<file path="src/ntm_diff_pkg.sv">
//////////////////////////////////////////////////
// Shared widths, vector types and FSM states of
// the vector differentiation block.
// Referenced by scoped name from every RTL file.
//////////////////////////////////////////////////

`default_nettype none

package ntm_diff_pkg;

  //////////////////////////////////////////////////
  // Widths
  //////////////////////////////////////////////////

  // Element, modulus and difference width
  localparam int DATA_W = 16;

  // Vector length and element index width
  localparam int IDX_W = 8;

  //////////////////////////////////////////////////
  // Types
  //////////////////////////////////////////////////

  // One element, modulus or difference
  typedef logic [DATA_W-1:0] data_t;

  // Vector length or element position
  typedef logic [IDX_W-1:0] idx_t;

  // Controller states
  typedef enum logic [1:0] {
    STARTER_STATE = 2'd0,  // idle, waits for START
    INPUT_STATE   = 2'd1,  // waits for an element
    ENDER_STATE   = 2'd2   // waits for the scalar result
  } ctrl_state_t;

endpackage

`default_nettype wire

</file>
<file path="src/ntm_diff_scalar_if.sv">
//////////////////////////////////////////////////
// Element operation link between the controller
// and the scalar differentiation unit.
// At most one operation in flight, ready two
// cycles after start.
//////////////////////////////////////////////////

`timescale 1ns/1ns
`default_nettype none

interface ntm_diff_scalar_if;

  // Controller to unit
  logic                op_start;
  logic                op_clear;
  ntm_diff_pkg::data_t op_modulo;
  ntm_diff_pkg::data_t op_data;

  // Unit to controller
  logic                op_ready;
  ntm_diff_pkg::data_t op_result;

  // Controller side
  modport ctrl (
    output op_start, op_clear, op_modulo, op_data,
    input  op_ready, op_result
  );

  // Scalar unit side
  modport unit (
    input  op_start, op_clear, op_modulo, op_data,
    output op_ready, op_result
  );

endinterface

`default_nettype wire

</file>
<file path="src/ntm_diff_ctrl_fsm.sv">
//////////////////////////////////////////////////
// Control FSM of the vector differentiation block.
// Accepts one element at a time, hands it to the
// scalar unit and returns the difference with
// DATA_OUT_ENABLE, plus READY on the last element.
//////////////////////////////////////////////////

`timescale 1ns/1ns
`default_nettype none

module ntm_diff_ctrl_fsm (
  input  wire                 CLK,
  input  wire                 RST,
  input  wire                 START,
  input  wire                 DATA_IN_ENABLE,
  input  ntm_diff_pkg::data_t MODULO_IN,
  input  ntm_diff_pkg::data_t DATA_IN,
  input  wire                 last,
  output logic                READY,
  output logic                DATA_OUT_ENABLE,
  output ntm_diff_pkg::data_t DATA_OUT,
  output logic                cnt_load,
  output logic                cnt_step,
  ntm_diff_scalar_if.ctrl     sc
);

  //////////////////////////////////////////////////
  // Signals
  //////////////////////////////////////////////////

  ntm_diff_pkg::ctrl_state_t state;

  logic start_accept;
  logic elem_accept;
  logic result_take;

  // Events seen by the FSM this cycle
  assign start_accept = (state == ntm_diff_pkg::STARTER_STATE) && START;
  assign elem_accept  = (state == ntm_diff_pkg::INPUT_STATE) && DATA_IN_ENABLE;
  assign result_take  = (state == ntm_diff_pkg::ENDER_STATE) && sc.op_ready;

  // Counter control, same cycle as the FSM event
  assign cnt_load = start_accept;
  assign cnt_step = result_take;

  //////////////////////////////////////////////////
  // State and control outputs
  //////////////////////////////////////////////////

  always_ff @(posedge CLK or posedge RST) begin
    if (RST) begin
      state           <= ntm_diff_pkg::STARTER_STATE;
      READY           <= 1'b0;
      DATA_OUT_ENABLE <= 1'b0;
      DATA_OUT        <= '0;
      sc.op_start     <= 1'b0;
      sc.op_clear     <= 1'b0;
    end else begin
      // Pulses default low
      READY           <= 1'b0;
      DATA_OUT_ENABLE <= 1'b0;
      sc.op_start     <= 1'b0;
      sc.op_clear     <= 1'b0;

      case (state)
        ntm_diff_pkg::STARTER_STATE: begin
          if (start_accept) begin
            // New vector, predecessor back to zero
            sc.op_clear <= 1'b1;
            state       <= ntm_diff_pkg::INPUT_STATE;
          end
        end
        ntm_diff_pkg::INPUT_STATE: begin
          if (elem_accept) begin
            sc.op_start <= 1'b1;
            state       <= ntm_diff_pkg::ENDER_STATE;
          end
        end
        ntm_diff_pkg::ENDER_STATE: begin
          if (result_take) begin
            DATA_OUT        <= sc.op_result;
            DATA_OUT_ENABLE <= 1'b1;
            // End of vector decided by the counter
            if (last) begin
              READY <= 1'b1;
              state <= ntm_diff_pkg::STARTER_STATE;
            end else begin
              state <= ntm_diff_pkg::INPUT_STATE;
            end
          end
        end
        default: state <= ntm_diff_pkg::STARTER_STATE;
      endcase
    end
  end

  // Operand capture on element accept
  always_ff @(posedge CLK) begin
    if (elem_accept) begin
      sc.op_modulo <= MODULO_IN;
      sc.op_data   <= DATA_IN;
    end
  end

endmodule

`default_nettype wire

</file>
<file path="src/ntm_diff_index_counter.sv">
//////////////////////////////////////////////////
// Element index counter.
// Takes the vector length at load, steps once per
// result and flags the last element.
//////////////////////////////////////////////////

`timescale 1ns/1ns
`default_nettype none

module ntm_diff_index_counter (
  input  wire                CLK,
  input  wire                RST,
  input  wire                cnt_load,
  input  wire                cnt_step,
  input  ntm_diff_pkg::idx_t SIZE_IN,
  output logic               last
);

  // Captured length and running index
  ntm_diff_pkg::idx_t len_q;
  ntm_diff_pkg::idx_t idx_q;

  always_ff @(posedge CLK or posedge RST) begin
    if (RST) begin
      len_q <= ntm_diff_pkg::idx_t'(1);
      idx_q <= '0;
    end else if (cnt_load) begin
      // Empty vector still yields one element
      if (SIZE_IN == '0) begin
        len_q <= ntm_diff_pkg::idx_t'(1);
      end else begin
        len_q <= SIZE_IN;
      end
      idx_q <= '0;
    end else if (cnt_step) begin
      idx_q <= idx_q + ntm_diff_pkg::idx_t'(1);
    end
  end

  // Only end-of-vector test in the design
  assign last = (idx_q == (len_q - ntm_diff_pkg::idx_t'(1)));

endmodule

`default_nettype wire

</file>
<file path="src/ntm_scalar_differentiation.sv">
//////////////////////////////////////////////////
// Two-stage modular backward difference.
// Stage one subtracts the previous sample, stage
// two adds the modulus back on a borrow.
// Result is ready two cycles after op_start.
//////////////////////////////////////////////////

`timescale 1ns/1ns
`default_nettype none

module ntm_scalar_differentiation (
  input  wire             CLK,
  input  wire             RST,
  ntm_diff_scalar_if.unit sc
);

  //////////////////////////////////////////////////
  // Signals
  //////////////////////////////////////////////////

  // Previous sample of the vector
  ntm_diff_pkg::data_t prev_q;

  // Subtraction with one extra bit for the borrow
  logic [ntm_diff_pkg::DATA_W:0] sub;

  // Stage one registers
  logic                s1_valid;
  logic                s1_wrap;
  ntm_diff_pkg::data_t s1_diff;
  ntm_diff_pkg::data_t s1_mod;

  assign sub = {1'b0, sc.op_data} - {1'b0, prev_q};

  //////////////////////////////////////////////////
  // Stage one
  //////////////////////////////////////////////////

  always_ff @(posedge CLK or posedge RST) begin
    if (RST) begin
      prev_q   <= '0;
      s1_valid <= 1'b0;
    end else begin
      s1_valid <= sc.op_start;
      if (sc.op_clear) begin
        prev_q <= '0;
      end else if (sc.op_start) begin
        // Current element becomes next predecessor
        prev_q <= sc.op_data;
      end
    end
  end

  // Raw difference, borrow and modulus
  always_ff @(posedge CLK) begin
    if (sc.op_start) begin
      s1_diff <= sub[ntm_diff_pkg::DATA_W-1:0];
      s1_wrap <= sub[ntm_diff_pkg::DATA_W];
      s1_mod  <= sc.op_modulo;
    end
  end

  //////////////////////////////////////////////////
  // Stage two
  //////////////////////////////////////////////////

  always_ff @(posedge CLK or posedge RST) begin
    if (RST) begin
      sc.op_ready <= 1'b0;
    end else begin
      sc.op_ready <= s1_valid;
    end
  end

  // Fold negative difference back into range
  always_ff @(posedge CLK) begin
    if (s1_valid) begin
      sc.op_result <= s1_wrap ? (s1_diff + s1_mod) : s1_diff;
    end
  end

endmodule

`default_nettype wire

</file>
<file path="src/ntm_vector_differentiation.sv">
//////////////////////////////////////////////////
// Vector differentiation top level.
// START opens a vector of SIZE_IN elements, each
// element returns its modular backward difference
// three cycles after DATA_IN_ENABLE.
//////////////////////////////////////////////////

`timescale 1ns/1ns
`default_nettype none

module ntm_vector_differentiation (
  input  wire                 CLK,
  input  wire                 RST,
  input  wire                 START,
  input  wire                 DATA_IN_ENABLE,
  input  ntm_diff_pkg::idx_t  SIZE_IN,
  input  ntm_diff_pkg::data_t MODULO_IN,
  input  ntm_diff_pkg::data_t DATA_IN,
  output logic                READY,
  output logic                DATA_OUT_ENABLE,
  output ntm_diff_pkg::data_t DATA_OUT
);

  // Controller to counter
  logic cnt_load;
  logic cnt_step;
  logic last;

  // Controller to scalar unit
  ntm_diff_scalar_if sc ();

  // Element sequencing
  ntm_diff_ctrl_fsm u_ctrl (
    .CLK             (CLK),
    .RST             (RST),
    .START           (START),
    .DATA_IN_ENABLE  (DATA_IN_ENABLE),
    .MODULO_IN       (MODULO_IN),
    .DATA_IN         (DATA_IN),
    .last            (last),
    .READY           (READY),
    .DATA_OUT_ENABLE (DATA_OUT_ENABLE),
    .DATA_OUT        (DATA_OUT),
    .cnt_load        (cnt_load),
    .cnt_step        (cnt_step),
    .sc              (sc.ctrl)
  );

  // Length and position
  ntm_diff_index_counter u_cnt (
    .CLK      (CLK),
    .RST      (RST),
    .cnt_load (cnt_load),
    .cnt_step (cnt_step),
    .SIZE_IN  (SIZE_IN),
    .last     (last)
  );

  // Arithmetic
  ntm_scalar_differentiation u_scalar (
    .CLK (CLK),
    .RST (RST),
    .sc  (sc.unit)
  );

endmodule

`default_nettype wire

</file>
<file path="config.mk">
export PLATFORM = sky130hd
export DESIGN_NAME = ntm_vector_differentiation
export DESIGN_NICKNAME = d
export VERILOG_FILES = /design/src/ntm_diff_pkg.sv /design/src/ntm_diff_scalar_if.sv /design/src/ntm_diff_ctrl_fsm.sv /design/src/ntm_diff_index_counter.sv /design/src/ntm_scalar_differentiation.sv /design/src/ntm_vector_differentiation.sv
export SDC_FILE = /design/constraint.sdc
export NUM_CORES = 1
export LEC_CHECK = 0
export BUFFER_PORTS_ARGS = -buffer_cell sky130_fd_sc_hd__buf_2
export CAP_MARGIN = 10
export CORE_MARGIN = 2
export CORE_UTILIZATION = 25
export CTS_CLUSTER_DIAMETER = 60
export DETAILED_ROUTE_END_ITERATION = 16
export PLACE_DENSITY = 0.43
export SYNTH_ARGS = -nofsm -noshare
export SYNTH_HDL_FRONTEND = slang
export SYNTH_SLANG_ARGS = --single-unit
</file>
<file path="constraint.sdc">
create_clock -name CLK -period 3 [get_ports CLK]
set_input_delay 0.6 -clock CLK [delete_from_list [all_inputs] [get_ports CLK]]
set_output_delay 0.6 -clock CLK [all_outputs]
set_load 0.02 [all_outputs]
</file>
# ---- Word-level counts from Yosys, hierarchy flattened
# Index checks and enable logic that the tools add are counted.
dict set report totals {
  reg_bits 137
  in_bits 44
  output_inout_bits 18
}
dict set report op_classes {
  mux 20
  eq_ne 6
  n_addsub 4
  n_reduce_logical 9
}
# cell count
set op_table {}
lappend op_table {{$mux 16} 3}
lappend op_table {{$mux 8} 3}
lappend op_table {{$sub 16x16->17} 1}
lappend op_table {{$add 16x16->16} 1}
lappend op_table {{$mux 1} 10}
lappend op_table {{$add 8x1->8 const B} 1}
lappend op_table {{$eq 8x8->1} 1}
lappend op_table {{$logic_not 8->1} 1}
lappend op_table {{$sub 8x1->8 const B} 1}
lappend op_table {{$mux 2} 3}
lappend op_table {{$pmux 2 s3} 1}
lappend op_table {{$ne 2x2->1 const B} 2}
lappend op_table {{$reduce_bool 2->1} 2}
lappend op_table {{$logic_and 1x1->1} 3}
lappend op_table {{$reduce_and 3->1} 1}
lappend op_table {{$eq 2x1->1 const B} 1}
lappend op_table {{$eq 2x2->1 const B} 1}
lappend op_table {{$logic_not 2->1} 1}
lappend op_table {{$ne 2x1->1 const B} 1}
lappend op_table {{$reduce_and 2->1} 1}

# ---- Longest topological paths before layout
# Gate-level depths: netlist of the first run.
dict set report depth {
  ltp_word 5
  mapped_depth 9
  depth_no_buf 9
}

# ---- Hierarchy
# Synthesis of the first run repeated with hierarchy kept, for this count alone.
dict set report hier_totals {
  hier_cells 503
  hier_area_um2 6585.1
}
# module n_inst area_per_inst_um2 cells_per_inst
set by_module_without_submodules {}
lappend by_module_without_submodules {ntm_scalar_differentiation 1 3857.4 333}
lappend by_module_without_submodules {ntm_diff_ctrl_fsm 1 1818.0 83}
lappend by_module_without_submodules {ntm_diff_index_counter 1 909.6 87}

# ---- Worst setup path after synthesis of the first run
# OpenSTA, ideal clock, no wires.
dict set report synth_timing {
  kind {register to register}
  startpoint {register u_ctrl.sc.op_start}
  endpoint {register u_scalar.prev_q[0]}
  period_less_slack_ns 2.269
  setup_time_ns 0.132
  t_arrival_ns 2.138
  path_slack_ns 0.731
  stages_incl_launch_ff 5
  n_path_buf 2
  t_required_ns 2.868
  path_cell_list {dfrtp_1 > clkbuf_1 > buf_1 > mux2i_1 > nor2_1}
}
dict set report synth_via {
  elab_chain_cells 1
}
# item line
set synth_lines {}
lappend synth_lines {{start, declared} ntm_diff_scalar_if.sv:25} ;# output op_start, op_clear, op_modulo, op_data,
lappend synth_lines {{start signal, assigned} ntm_diff_ctrl_fsm.sv:56} ;# sc.op_start <= 1'b0;
lappend synth_lines {{start signal, assigned} ntm_diff_ctrl_fsm.sv:62} ;# sc.op_start <= 1'b0;
lappend synth_lines {{start signal, assigned} ntm_diff_ctrl_fsm.sv:75} ;# sc.op_start <= 1'b1;
lappend synth_lines {{$reduce_bool 2->1 (no line)} n/a}
lappend synth_lines {{end signal, assigned} ntm_scalar_differentiation.sv:49} ;# prev_q <= sc.op_data;
lappend synth_lines {{end, declared} ntm_scalar_differentiation.sv:22} ;# ntm_diff_pkg::data_t prev_q;
# No other way between the ends.
# A chain may end at the register's enable or synchronous reset.

# ---- Worst setup path in the final report of the first run
dict set report layout_timing {
  startpoint {register u_scalar.s1_diff[0]}
  endpoint {register u_scalar.sc.op_result[12] (data pin)}
}
dict set report layout_via {
  elab_chain_cells 2
}
# item line
set layout_lines {}
lappend layout_lines {{start, declared} ntm_scalar_differentiation.sv:30} ;# ntm_diff_pkg::data_t s1_diff;
lappend layout_lines {{start signal, assigned} ntm_scalar_differentiation.sv:57} ;# s1_diff <= sub[ntm_diff_pkg::DATA_W-1:0];
lappend layout_lines {{$add 16x16->16} ntm_scalar_differentiation.sv:78} ;# sc.op_result <= s1_wrap ? (s1_diff + s1_mod) : s1_diff;
lappend layout_lines {{$mux 16} ntm_scalar_differentiation.sv:78}
lappend layout_lines {{end signal, assigned} ntm_scalar_differentiation.sv:78}
lappend layout_lines {{end, declared} ntm_diff_scalar_if.sv:32} ;# output op_ready, op_result
# No other way between the ends.

==> qor.yml, run 1 <==
run_status:
  outcome: "completed"
final_layout:
  nets: 715
  layout_common_cells: "edfxtp_1 (81), nand2_1 (69), buf_2 (61)"
  final_common_cell: "edfxtp_1"
  area_growth_pct: 19.8
  diodes: 0
  drive_gt1_frac: 0.183
  fin_cells: 984
yosys:
  syn_area_mm2: 0.00661
  synth_xor_area_frac: 0.0411
  ys.flop_type: "edfxtp_1"
  synth-compound-area-share: 0.119
  ys_types: 59
  synth_top_family_by_area: "compound AO/OA/AOI/OAI gates"
  ys_warn_count: 0
  async_reset_ff_frac: 0.409
  synth-simple-area-share: 0.116
  postSynthCellCount: 565
  yosys.area_share.adder: 0.0685
  ys_ff_latch: 137
  seq_area_frac_synth: 0.580
  synth.area.mux_share: 0.0460
  synth_edf_count: 81
  synthesis.nets: 644
  avgSynthCellArea_um2: 11.7
route:
  drc: 0
  dr.pass1.iters: 5
  first_iter_violations: 265
  antenna_left: 0
  vias: 4331
  post_drt_wl_per_cell_um: 13.6
  viasPerCell: 4.40
  wirelength_um: 13300
worst_setup_path:
  path_cells: "ha_1 > inv_1 > fa_1 > nor2b_1 > o31a_1 > o21a_1 > o2bb2ai_2 > o211a_1 > o31ai_1"
  crit_fanout: 5
  path_delay_family: "compound AO/OA/AOI/OAI gates"
  max_stage_delay_ps: 410
  path_buf_inv: 1
  cpMaxStageDelayCell: "fa_1"
  arrival_ps: 2610
  critPathKind: "reg -> reg"
  r2r_slack_ps: 620
  crit_path_end_kind: "flip-flop"
  reg2reg_to: "u_scalar.sc.op_result[12]"
  reg2reg_depth: 9
  worstPathRequired_ps: 3220
  r2r_start: "u_scalar.s1_diff[0]"
  start_kind: "flip-flop"
placement:
  dp.final_hpwl_um: 9830
  place_inst: 952
  numPortBuffers: 61
  routabilityCongestion: 0.797
  dp_slack_ps: 593
global_routing:
  grt_pass1_wl_um: 22400
  grt_pass1_vias: 4406
  antenna_found_initial: 0
  grt_max_degree: 38
  gr-total-overflow: 0
  grtUsageTotal: 0.101
power_and_ir_drop:
  p_total_uw: 7880
  power_leakage_uw: 0.00328
  p_per_area_mw_per_mm2: 996
  peakVddDrop_v: 0.000361
floorplan:
  die_h_um: 167
  dieArea_mm2: 0.0278
  die_x_um: 167
  core_area_mm2: 0.0260
  rows: 59
  ios: 62
  initial_utilization: 0.254
clocking:
  post_cts_resized: 0
  clockBufferDepth: 2
  ctsHoldBuffers: 0
  clk_pin_slew_ps: 60
  post_cts_buffers: 0
  cts_root_buf: "clkbuf_16"
  cts_max_level: 4
  cts.sinks: 137
  tritoncts: "done"
  worstSkewPairLatency_ps: 420
  cts-buffers-inserted: 17
sta:
  skew_ps: 12.3
  slew_violations: 0
  slew_headroom: 0.448
  max_freq_ghz: 0.419
  rsz0062_at_grt: "no"
  finalCritPeriodShare: 0.795
  final-setup-viol-count: 0
  fin_ws_ps: 615
  final.min_clock_period_ps: 2380
  finalHoldViolCount: 0
  finalSetupTns_ps: 0
  worst_pin_slew_ps: 807
job:
  max-cap-violations: 0
hold_path:
  hp-class: "in -> async"
-- state kept, by name, summed over array words and instances (netlist names), 2 cells and up --
signal / flops
u_ctrl.DATA_OUT: 16
u_ctrl.sc.op_data: 16
u_ctrl.sc.op_modulo: 16
u_scalar.prev_q: 16
u_scalar.s1_diff: 16
u_scalar.s1_mod: 16
u_scalar.sc.op_result: 16
u_cnt.idx_q: 8
u_cnt.len_q: 8
u_ctrl.state: 2
-- synthesized netlist by cell type (all sizes together), types with 2 or more instances --
master,count,share of area
mux2,11,0.019
o21ai,20,0.015
nor4,3,0.0028
nor3b,4,0.0045
a21o,13,0.015
ha,33,0.062
nor2b,5,0.0047
a211o,2,0.0027
o31a,4,0.0053
xnor2,16,0.021
buf,2,0.0011
nor2,46,0.026
a32oi,2,0.0027
o21a,10,0.011
o211ai,8,0.0091
a211oi,4,0.0045
mux2i,18,0.027
o311ai,3,0.0040
dfrtp,55,0.21
fa,2,0.0061
or3,2,0.0019
nor3,10,0.0076
or4,2,0.0023
and3,6,0.0057
inv,34,0.019
edfxtp,81,0.37
nand3,9,0.0068
a31oi,5,0.0047
o311a,2,0.0030
nand4,5,0.0047
nand2b,2,0.0019
or2,3,0.0028
nand2,69,0.039
clkbuf,15,0.0085
xor2,15,0.020
a21oi,24,0.018
-- report_power, final --
part           internal, uW  leakage [uW]  switching [uW]  total (uW)
clock                  1230      0.000293             777        2000
combinational          1200       0.00151            1600        2790
sequential             2710       0.00147             375        3090
-- worst max-delay path by stage --
stage                                     start                        end  cells after the start
after detailed placement    u_scalar.s1_diff[0]  u_scalar.sc.op_result[12]                      9
after CTS                   u_scalar.s1_diff[0]  u_scalar.sc.op_result[12]                      9
after global routing         u_scalar.prev_q[1]        u_scalar.s1_diff[9]                      8
after global placement    u_ctrl.sc.op_data[10]       u_scalar.s1_diff[14]                      7
final                       u_scalar.s1_diff[0]  u_scalar.sc.op_result[12]                      9
after floorplan              u_ctrl.sc.op_start         u_scalar.prev_q[0]                      4
-- metal layers --
metal	vias to the layer above	global-route usage	wire length, um
li1	2192	-	-
met1	2024	0.131	6500
met2	102	0.161	6150
met3	13	0.0257	498
met4	0	0.0397	190
met5	-	0	0
-- per-stage QoR --
step | hold slack (ps) | area, um^2 | utilization
2_1_floorplan | 400 | 6610 | -
3_3_place_gp | 411 | 7340 | 0.282
3_5_place_dp | 405 | 7340 | 0.282
4_1_cts | 171 | 7920 | 0.305
5_1_grt | 190 | 7920 | 0.305
6_report | 166 | 7920 | 0.305
-- worst register-to-register path, cell delays in order, from the launching register on --
cell	delay (ps)
edfxtp_1	340
ha_1	200
inv_1	70
fa_1	410
nor2b_1	180
o31a_1	180
o21a_1	200
o2bb2ai_2	140
o211a_1	240
o31ai_1	240
-- layout make-up --
class	count	area, um^2
fill	2663	18100
timing repair buffer	69	365
tap	335	419
clock inverter	9	58.8
multi-input combinational	376	2580
inverter	35	131
sequential	137	3840
clock buffer	23	522
-- kinds of logic (layout without fill, tap and decap cells) --
group / Yosys count / count (layout)
simple gates: 170 / 170
flops: 137 / 137
compound gates: 111 / 111
buf+inv: 52 / 136
fa+ha+maj: 35 / 35
xor+xnor: 31 / 31
mux: 29 / 29
Note: power is estimated with default switching activity, not from simulation.
==> run 2, diff against run 1 <==
ABC_AREA = 1   (was default)
PLACE_DENSITY = 0.45   (was 0.43)
clock period = 2.1 ns   (was 3 ns; I/O delays follow)
==> run 2 against run 1 <==
- the flow now finishes with violations (DRC)
- count of clock-buffer cells in the layout fell by 6
- first-iteration DRC count decreased by 6.4%
- sequential share of layout area fell by 1.0 points
- design area rose by 2.2%
- area after synthesis up 0.81%
- combinational power increased by 54%
- worst hold slack gained 2.2 ps
- sequential cell count unchanged
- global-route usage up 0.49 points
- maximum frequency is 24% higher
- power grew 49%
- critical path type unchanged
- critical endpoint is now u_scalar.s1_wrap
- largest cell class unchanged
==> qor.yml, run 2 <==
sta:
  rsz0062_at_grt: "no"  # unchanged
  max_freq_ghz: 0.518  # was 0.419 GHz
  finalSetupTns_ps: 0  # unchanged
  worst_pin_slew_ps: 809  # was 807 ps
  final.min_clock_period_ps: 1930  # was 2380 ps
  slew_headroom: 0.461  # was 0.448
  slew_violations: 0  # unchanged
  fin_ws_ps: 169  # was 615 ps
  skew_ps: 10.6  # was 12.3 ps
  final-setup-viol-count: 0  # unchanged
  finalHoldViolCount: 0  # unchanged
  finalCritPeriodShare: 0.919  # was 0.795
  holdWs_ps: 169  # was 166 ps
clocking:
  tritoncts: "done"  # unchanged
  worstSkewPairLatency_ps: 420  # about the same
  cts_root_buf: "clkbuf_16"  # unchanged
  clockBufferDepth: 2  # unchanged
  cts.sinks: 137  # unchanged
  cts-buffers-inserted: 17  # unchanged
  cts_max_level: 4  # unchanged
  clk_pin_slew_ps: 60  # about the same
worst_setup_path:
  cpMaxStageDelayCell: "fa_2"  # was fa_1
  start_kind: "flip-flop"  # unchanged
  crit_path_end_kind: "flip-flop"  # unchanged
  r2r_slack_ps: 170  # was 620 ps
  crit_fanout: 3  # was 5
  critPathKind: "reg -> reg"  # unchanged
  path_buf_inv: 2  # was 1
  max_stage_delay_ps: 360  # was 410 ps
  critical_path.startpoint: "u_ctrl.sc.op_data[0]"  # was u_scalar.s1_diff[0]
  worstPathRequired_ps: 2250  # was 3220 ps
  r2r_start: "u_ctrl.sc.op_data[0]"  # was u_scalar.s1_diff[0]
  path_delay_family: "adder cells"  # was compound AO/OA/AOI/OAI gates
  timing.critical_path.mode_cell: "nand3_1"
  path_cells: "inv_1 > ha_1 > fa_2 > inv_1 > nand3_1 > nand2_1 > nand3_1 > nand2_2 > nand3_1 > nand2_1 > a31oi_1"  # was ha_1 > inv_1 > fa_1 > nor2b_1 > o31a_1 > o21a_1 > o2bb2ai_2 > o211a_1 > o31ai_1
  arrival_ps: 2090  # was 2610 ps
placement:
  dp_slack_ps: 91.3  # was 593 ps
  dpl_cell_area_mm2: 0.00742  # was 0.00734 mm^2
  numPortBuffers: 61  # unchanged
  place_inst: 1075  # was 952
  dp.final_hpwl_um: 10200  # was 9830 um
  routabilityCongestion: 0.835  # was 0.797
power_and_ir_drop:
  p_per_area_mw_per_mm2: 1450  # was 996 mW/mm^2
  peakVddDrop_v: 0.000561  # was 0.000361 V
  power_leakage_uw: 0.00354  # was 0.00328 uW
job:
  max-cap-violations: 0  # unchanged
route:
  dr.pass1.iters: 10  # was 5
  vias: 4669  # was 4,331
  first_iter_violations: 248  # was 265
  post_drt_wl_per_cell_um: 12.6  # was 13.6 um
  viasPerCell: 4.21  # was 4.40
  wirelength_um: 13900  # was 13,300 um
  antenna_left: 0  # unchanged
  drc: 5  # was 0
yosys:
  synthTopCellsByArea: "edfxtp_1 (37%), dfrtp_1 (21%), nand2_1 (11%)"  # was edfxtp_1 (37%), dfrtp_1 (21%), ha_1 (6.2%)
  avgSynthCellArea_um2: 9.74  # was 11.7 um^2
  postSynthCellCount: 684  # was 565
  synthTopCellsByCount: "nand2_1 (187), edfxtp_1 (81), inv_1 (70)"  # was edfxtp_1 (81), nand2_1 (69), dfrtp_1 (55)
  synthesis.nets: 763  # was 644
  synth_top_area_frac: 0.365  # was 0.368
  seq_area_frac_synth: 0.576  # was 0.580
  ys_types: 40  # was 59
  synth_most_common_cell: "nand2_1"  # was edfxtp_1
  synth_top_area_cell: "edfxtp_1"  # unchanged
  synth_edf_count: 81  # unchanged
  ys.flop_type: "edfxtp_1"  # unchanged
  ys_warn_count: 0  # unchanged
  ys_ff_latch: 137  # unchanged
  async_reset_ff_frac: 0.409  # unchanged
  syn_area_mm2: 0.00666  # was 0.00661 mm^2
floorplan:
  initial_utilization: 0.255  # was 0.254
  die_x_um: 167  # about the same
  ios: 62  # unchanged
  die_h_um: 167  # about the same
  rows: 59  # unchanged
  dieArea_mm2: 0.0280  # was 0.0278 mm^2
  core_area_mm2: 0.0261  # was 0.0260 mm^2
final_layout:
  design_area_mm2: 0.00809  # was 0.00792 mm^2
  diodes: 0  # unchanged
  area_growth_pct: 21.4  # was 19.8%
  layout_common_cells: "nand2_1 (185), edfxtp_1 (81), inv_1 (68)"  # was edfxtp_1 (81), nand2_1 (69), buf_2 (61)
  nets: 841  # was 715
  final_common_cell: "nand2_1"  # was edfxtp_1
  fin_cells: 1110  # was 984
  drive_gt1_frac: 0.181  # was 0.183
run_status:
  outcome: "finished with violations"  # was completed
  violations: "DRC"
hold_path:
  min_from: "DATA_IN[4]"
  hp-class: "in -> reg"  # was in -> async
global_routing:
  grt_max_degree: 50  # was 38
  antenna_found_initial: 0  # unchanged
  gr-total-overflow: 0  # unchanged
  grt_pass1_vias: 4568  # was 4,406
  grtUsageTotal: 0.106  # was 0.101
  grt_pass1_wl_um: 23400  # was 22,400 um
## run 2: power breakdown
group	total [uW]	internal [uW]	switching, uW	leakage (uW)
Sequential	4290	3860	434	0.00148
Clock	3160	1990	1170	0.000303
Combinational	4290	1570	2720	0.00177
## run 2: path summary, 6_finish.rpt
| kind | end | cells past startpoint |
|---|---|---|
| min in group asynchronous | u_scalar.prev_q[13] | 3 |
| hold reg to reg | u_scalar.s1_mod[11] | 0 |
| max in group asynchronous | u_cnt.len_q[0] | 4 |
| setup / recovery | u_scalar.s1_wrap | 11 |
| hold / removal | u_ctrl.sc.op_data[4] | 1 |
| setup reg to reg | u_scalar.s1_wrap | 11 |
## run 2: what timing repair did
action	CTS	global route
endpoints found under the setup margin	0	7
hold buffers	1	0
hold endpoints to repair	14	0
setup buffers	0	2
gates resized for setup	0	8
## run 2: cell type report
cell class | count | area [um^2]
clock buffer | 17 | 425
clock inverter | 15 | 199
fill | 2799 | 18000
inverter | 77 | 289
multi-input combinational | 459 | 2520
sequential | 137 | 3840
tap | 335 | 419
timing repair buffer | 70 | 400
## run 2: cell families after synthesis
group,Yosys count,share of synthesized area
adder cells (fa/ha/maj),35,0.0680
AND/OR/NAND/NOR,308,0.201
XOR/XNOR,19,0.0250
AO/OA/AOI/OAI,97,0.0802
buffers and inverters,88,0.0507
flip-flops,137,0.576
## run 2: metrics by stage
step | utilization | power (uW)
final | 0.309 | 11700
after global routing | 0.309 | 12700
after CTS | 0.308 | 11800
after detailed placement | 0.284 | 8610
after global placement | 0.284 | 8610
after floorplan | - | 7440
## run 2: routing by layer
| layer | global-route usage | share of wire |
|---|---|---|
| met1 | 0.147 | 0.51 |
| met2 | 0.160 | 0.44 |
| met3 | 0.0269 | 0.036 |
| met4 | 0.0378 | 0.015 |
| met5 | 0 | 0 |
==> run 3, diff against run 2 <==
GPL_TIMING_DRIVEN = 0   (was default)
PLACE_DENSITY = 0.46   (was 0.45)
==> run 3 against run 2 <==
- the run still ends with DRC left
- first-iteration DRC count shrank 18%
- cell count grew 0.63%
- via count is essentially flat
- critical endpoint is now u_scalar.sc.op_result[10]
- highest routed layer unchanged
==> qor.yml, run 3 (same netlist as run 2, synthesis figures left out) <==
run_status:
  outcome: "finished with violations"  # unchanged
  violations: "DRC"  # unchanged
hold_path:
  min_path_cells: 1  # unchanged
  hp-class: "in -> reg"  # unchanged
  min_from: "DATA_IN[4]"  # unchanged
  hold_end: "u_ctrl.sc.op_data[4]"  # unchanged
floorplan:
  initial_utilization: 0.255  # unchanged
  rows: 59  # unchanged
  ios: 62  # unchanged
  core_area_mm2: 0.0261  # unchanged
  dieArea_mm2: 0.0280  # unchanged
  die_x_um: 167  # unchanged
  die_h_um: 167  # unchanged
sta:
  final.min_clock_period_ps: 1950  # was 1930 ps
  final-setup-viol-count: 0  # unchanged
  worst_pin_slew_ps: 610  # was 809 ps
  slew_violations: 0  # unchanged
  skew_ps: 9.24  # was 10.6 ps
  finalHoldViolCount: 0  # unchanged
  max_freq_ghz: 0.513  # was 0.518 GHz
  slew_headroom: 0.593  # was 0.461
  finalSetupTns_ps: 0  # unchanged
  finalCritPeriodShare: 0.928  # was 0.919
power_and_ir_drop:
  p_total_uw: 11900  # was 11,700 uW
  peakVddDrop_v: 0.000521  # was 0.000561 V
  power_leakage_uw: 0.00356  # was 0.00354 uW
  p_per_area_mw_per_mm2: 1450  # about the same
worst_setup_path:
  start_kind: "flip-flop"  # unchanged
  worstPathRequired_ps: 2280  # was 2250 ps
  crit_fanout: 4  # was 3
  arrival_ps: 2120  # was 2090 ps
  reg2reg_depth: 13  # was 11
  critPathKind: "reg -> reg"  # unchanged
  crit_path_end_kind: "flip-flop"  # unchanged
  r2r_slack_ps: 150  # was 170 ps
  reg2reg_to: "u_scalar.sc.op_result[10]"  # was u_scalar.s1_wrap
  r2r_start: "u_scalar.s1_diff[0]"  # was u_ctrl.sc.op_data[0]
global_routing:
  gr-total-overflow: 0  # unchanged
  grt_max_degree: 42  # was 50
  grt_pass1_wl_um: 23400  # about the same
  grt_pass1_vias: 4731  # was 4,568
  grtUsageTotal: 0.106  # about the same
  antenna_found_initial: 0  # unchanged
clocking:
  clockBufferDepth: 2  # unchanged
  worstSkewPairLatency_ps: 420  # about the same
  tritoncts: "done"  # unchanged
  cts_max_level: 4  # unchanged
  cts.sinks: 137  # unchanged
  cts-buffers-inserted: 17  # unchanged
  cts_root_buf: "clkbuf_16"  # unchanged
  clk_pin_slew_ps: 60  # about the same
final_layout:
  nets: 848  # was 841
  area_growth_pct: 22.4  # was 21.4%
  multi_input_area_mm2: 0.00252  # about the same
  final_common_cell: "nand2_1"  # unchanged
  layout_common_cells: "nand2_1 (184), edfxtp_1 (81), inv_1 (68)"  # was nand2_1 (185), edfxtp_1 (81), inv_1 (68)
  seqCellArea_mm2: 0.00384  # about the same
  final_core_util: 0.312  # was 0.309
  nFillCells: 2793  # was 2,799
  fin_cells: 1117  # was 1,110
  drive_gt1_frac: 0.182  # was 0.181
  diodes: 0  # unchanged
route:
  viasPerCell: 4.18  # was 4.21
  dr.pass1.iters: 10  # unchanged
  antenna_left: 0  # unchanged
  wirelength_um: 13700  # was 13,900 um
  first_iter_violations: 203  # was 248
  post_drt_wl_per_cell_um: 12.3  # was 12.6 um
  vias: 4670  # was 4,669
  drc: 3  # was 5
job:
  max-cap-violations: 0  # unchanged
placement:
  routabilityCongestion: 0.817  # was 0.835
  dp.final_hpwl_um: 10500  # was 10,200 um
  numPortBuffers: 61  # unchanged
  place_inst: 1082  # was 1,075
[run 3: cell types whose count changed in the layout (fill, tap and decap cells not counted), moves of 2 or more]
cell	previous run	this run
buf_2	61	67
buf_4	6	2
clkbuf_1	0	7
clkbuf_8	0	3
clkinv_2	4	0
clkinv_4	3	1
[run 3: worst max path at each step]
stage | startpoint | end | slack (ps)
2_1_floorplan | u_scalar.s1_diff[0] | u_scalar.sc.op_result[8] | 250
3_5_place_dp | u_ctrl.sc.op_data[0] | u_scalar.s1_wrap | 20
3_3_place_gp | RST | u_ctrl.DATA_OUT[0] | -690
5_1_grt | u_scalar.s1_diff[0] | u_scalar.sc.op_result[10] | -9
4_1_cts | u_ctrl.sc.op_data[0] | u_scalar.s1_wrap | 2
6_report | u_scalar.s1_diff[0] | u_scalar.sc.op_result[10] | 150
[run 3: final cells by class]
cell class,count,share of cell area
Tap cell,335,0.0514
Timing Repair Buffer,66,0.0463
Clock inverter,9,0.0196
Sequential cell,137,0.471
Inverter,77,0.0354
Buffer,11,0.00598
Multi-Input combinational cell,459,0.309
Clock buffer,23,0.0612
[run 3: per-stage QoR]
stage	cell area (um^2)	setup slack, ps	hold WS (ps)
finish	8160	152	173
global route	8160	-8.62	142
CTS	8110	1.51	143
detailed placement	7440	21.8	406
global placement	7390	-693	404
floorplan	6670	251	400
[run 3: per-layer routing]
| layer | vias to the layer above | track usage | share of wire |
|---|---|---|---|
| met4 | 0 | 0.0348 | 0.011 |
| met1 | 2119 | 0.142 | 0.50 |
| li1 | 2477 | - | - |
| met5 | - | 0 | 0 |
| met3 | 9 | 0.0303 | 0.031 |
| met2 | 65 | 0.164 | 0.46 |
[run 3: what timing repair did]
item,CTS,global route
buffers inserted,0,2
resized for setup,0,11
hold buffers,1,0
hold endpoints to repair,7,0
endpoints found under the setup margin,0,9
[run 3: power breakdown]
group          internal, uW  switching, uW
Sequential             3860            491
Combinational          1570           2650
Clock                  2160           1130
Total                  7590           4260
[run 3: worst max-delay path, cell delays in order (launching register included)]
cell and delay (ps):
edfxtp_1 380, ha_2 190, inv_1 50, fa_2 330
inv_2 70, nand3_1 70, nand2_2 90, nand2_1 60
nand2_2 100, nand4_1 120, nand2_1 90, nand2_1 50
nand3_1 60, nand2_1 50
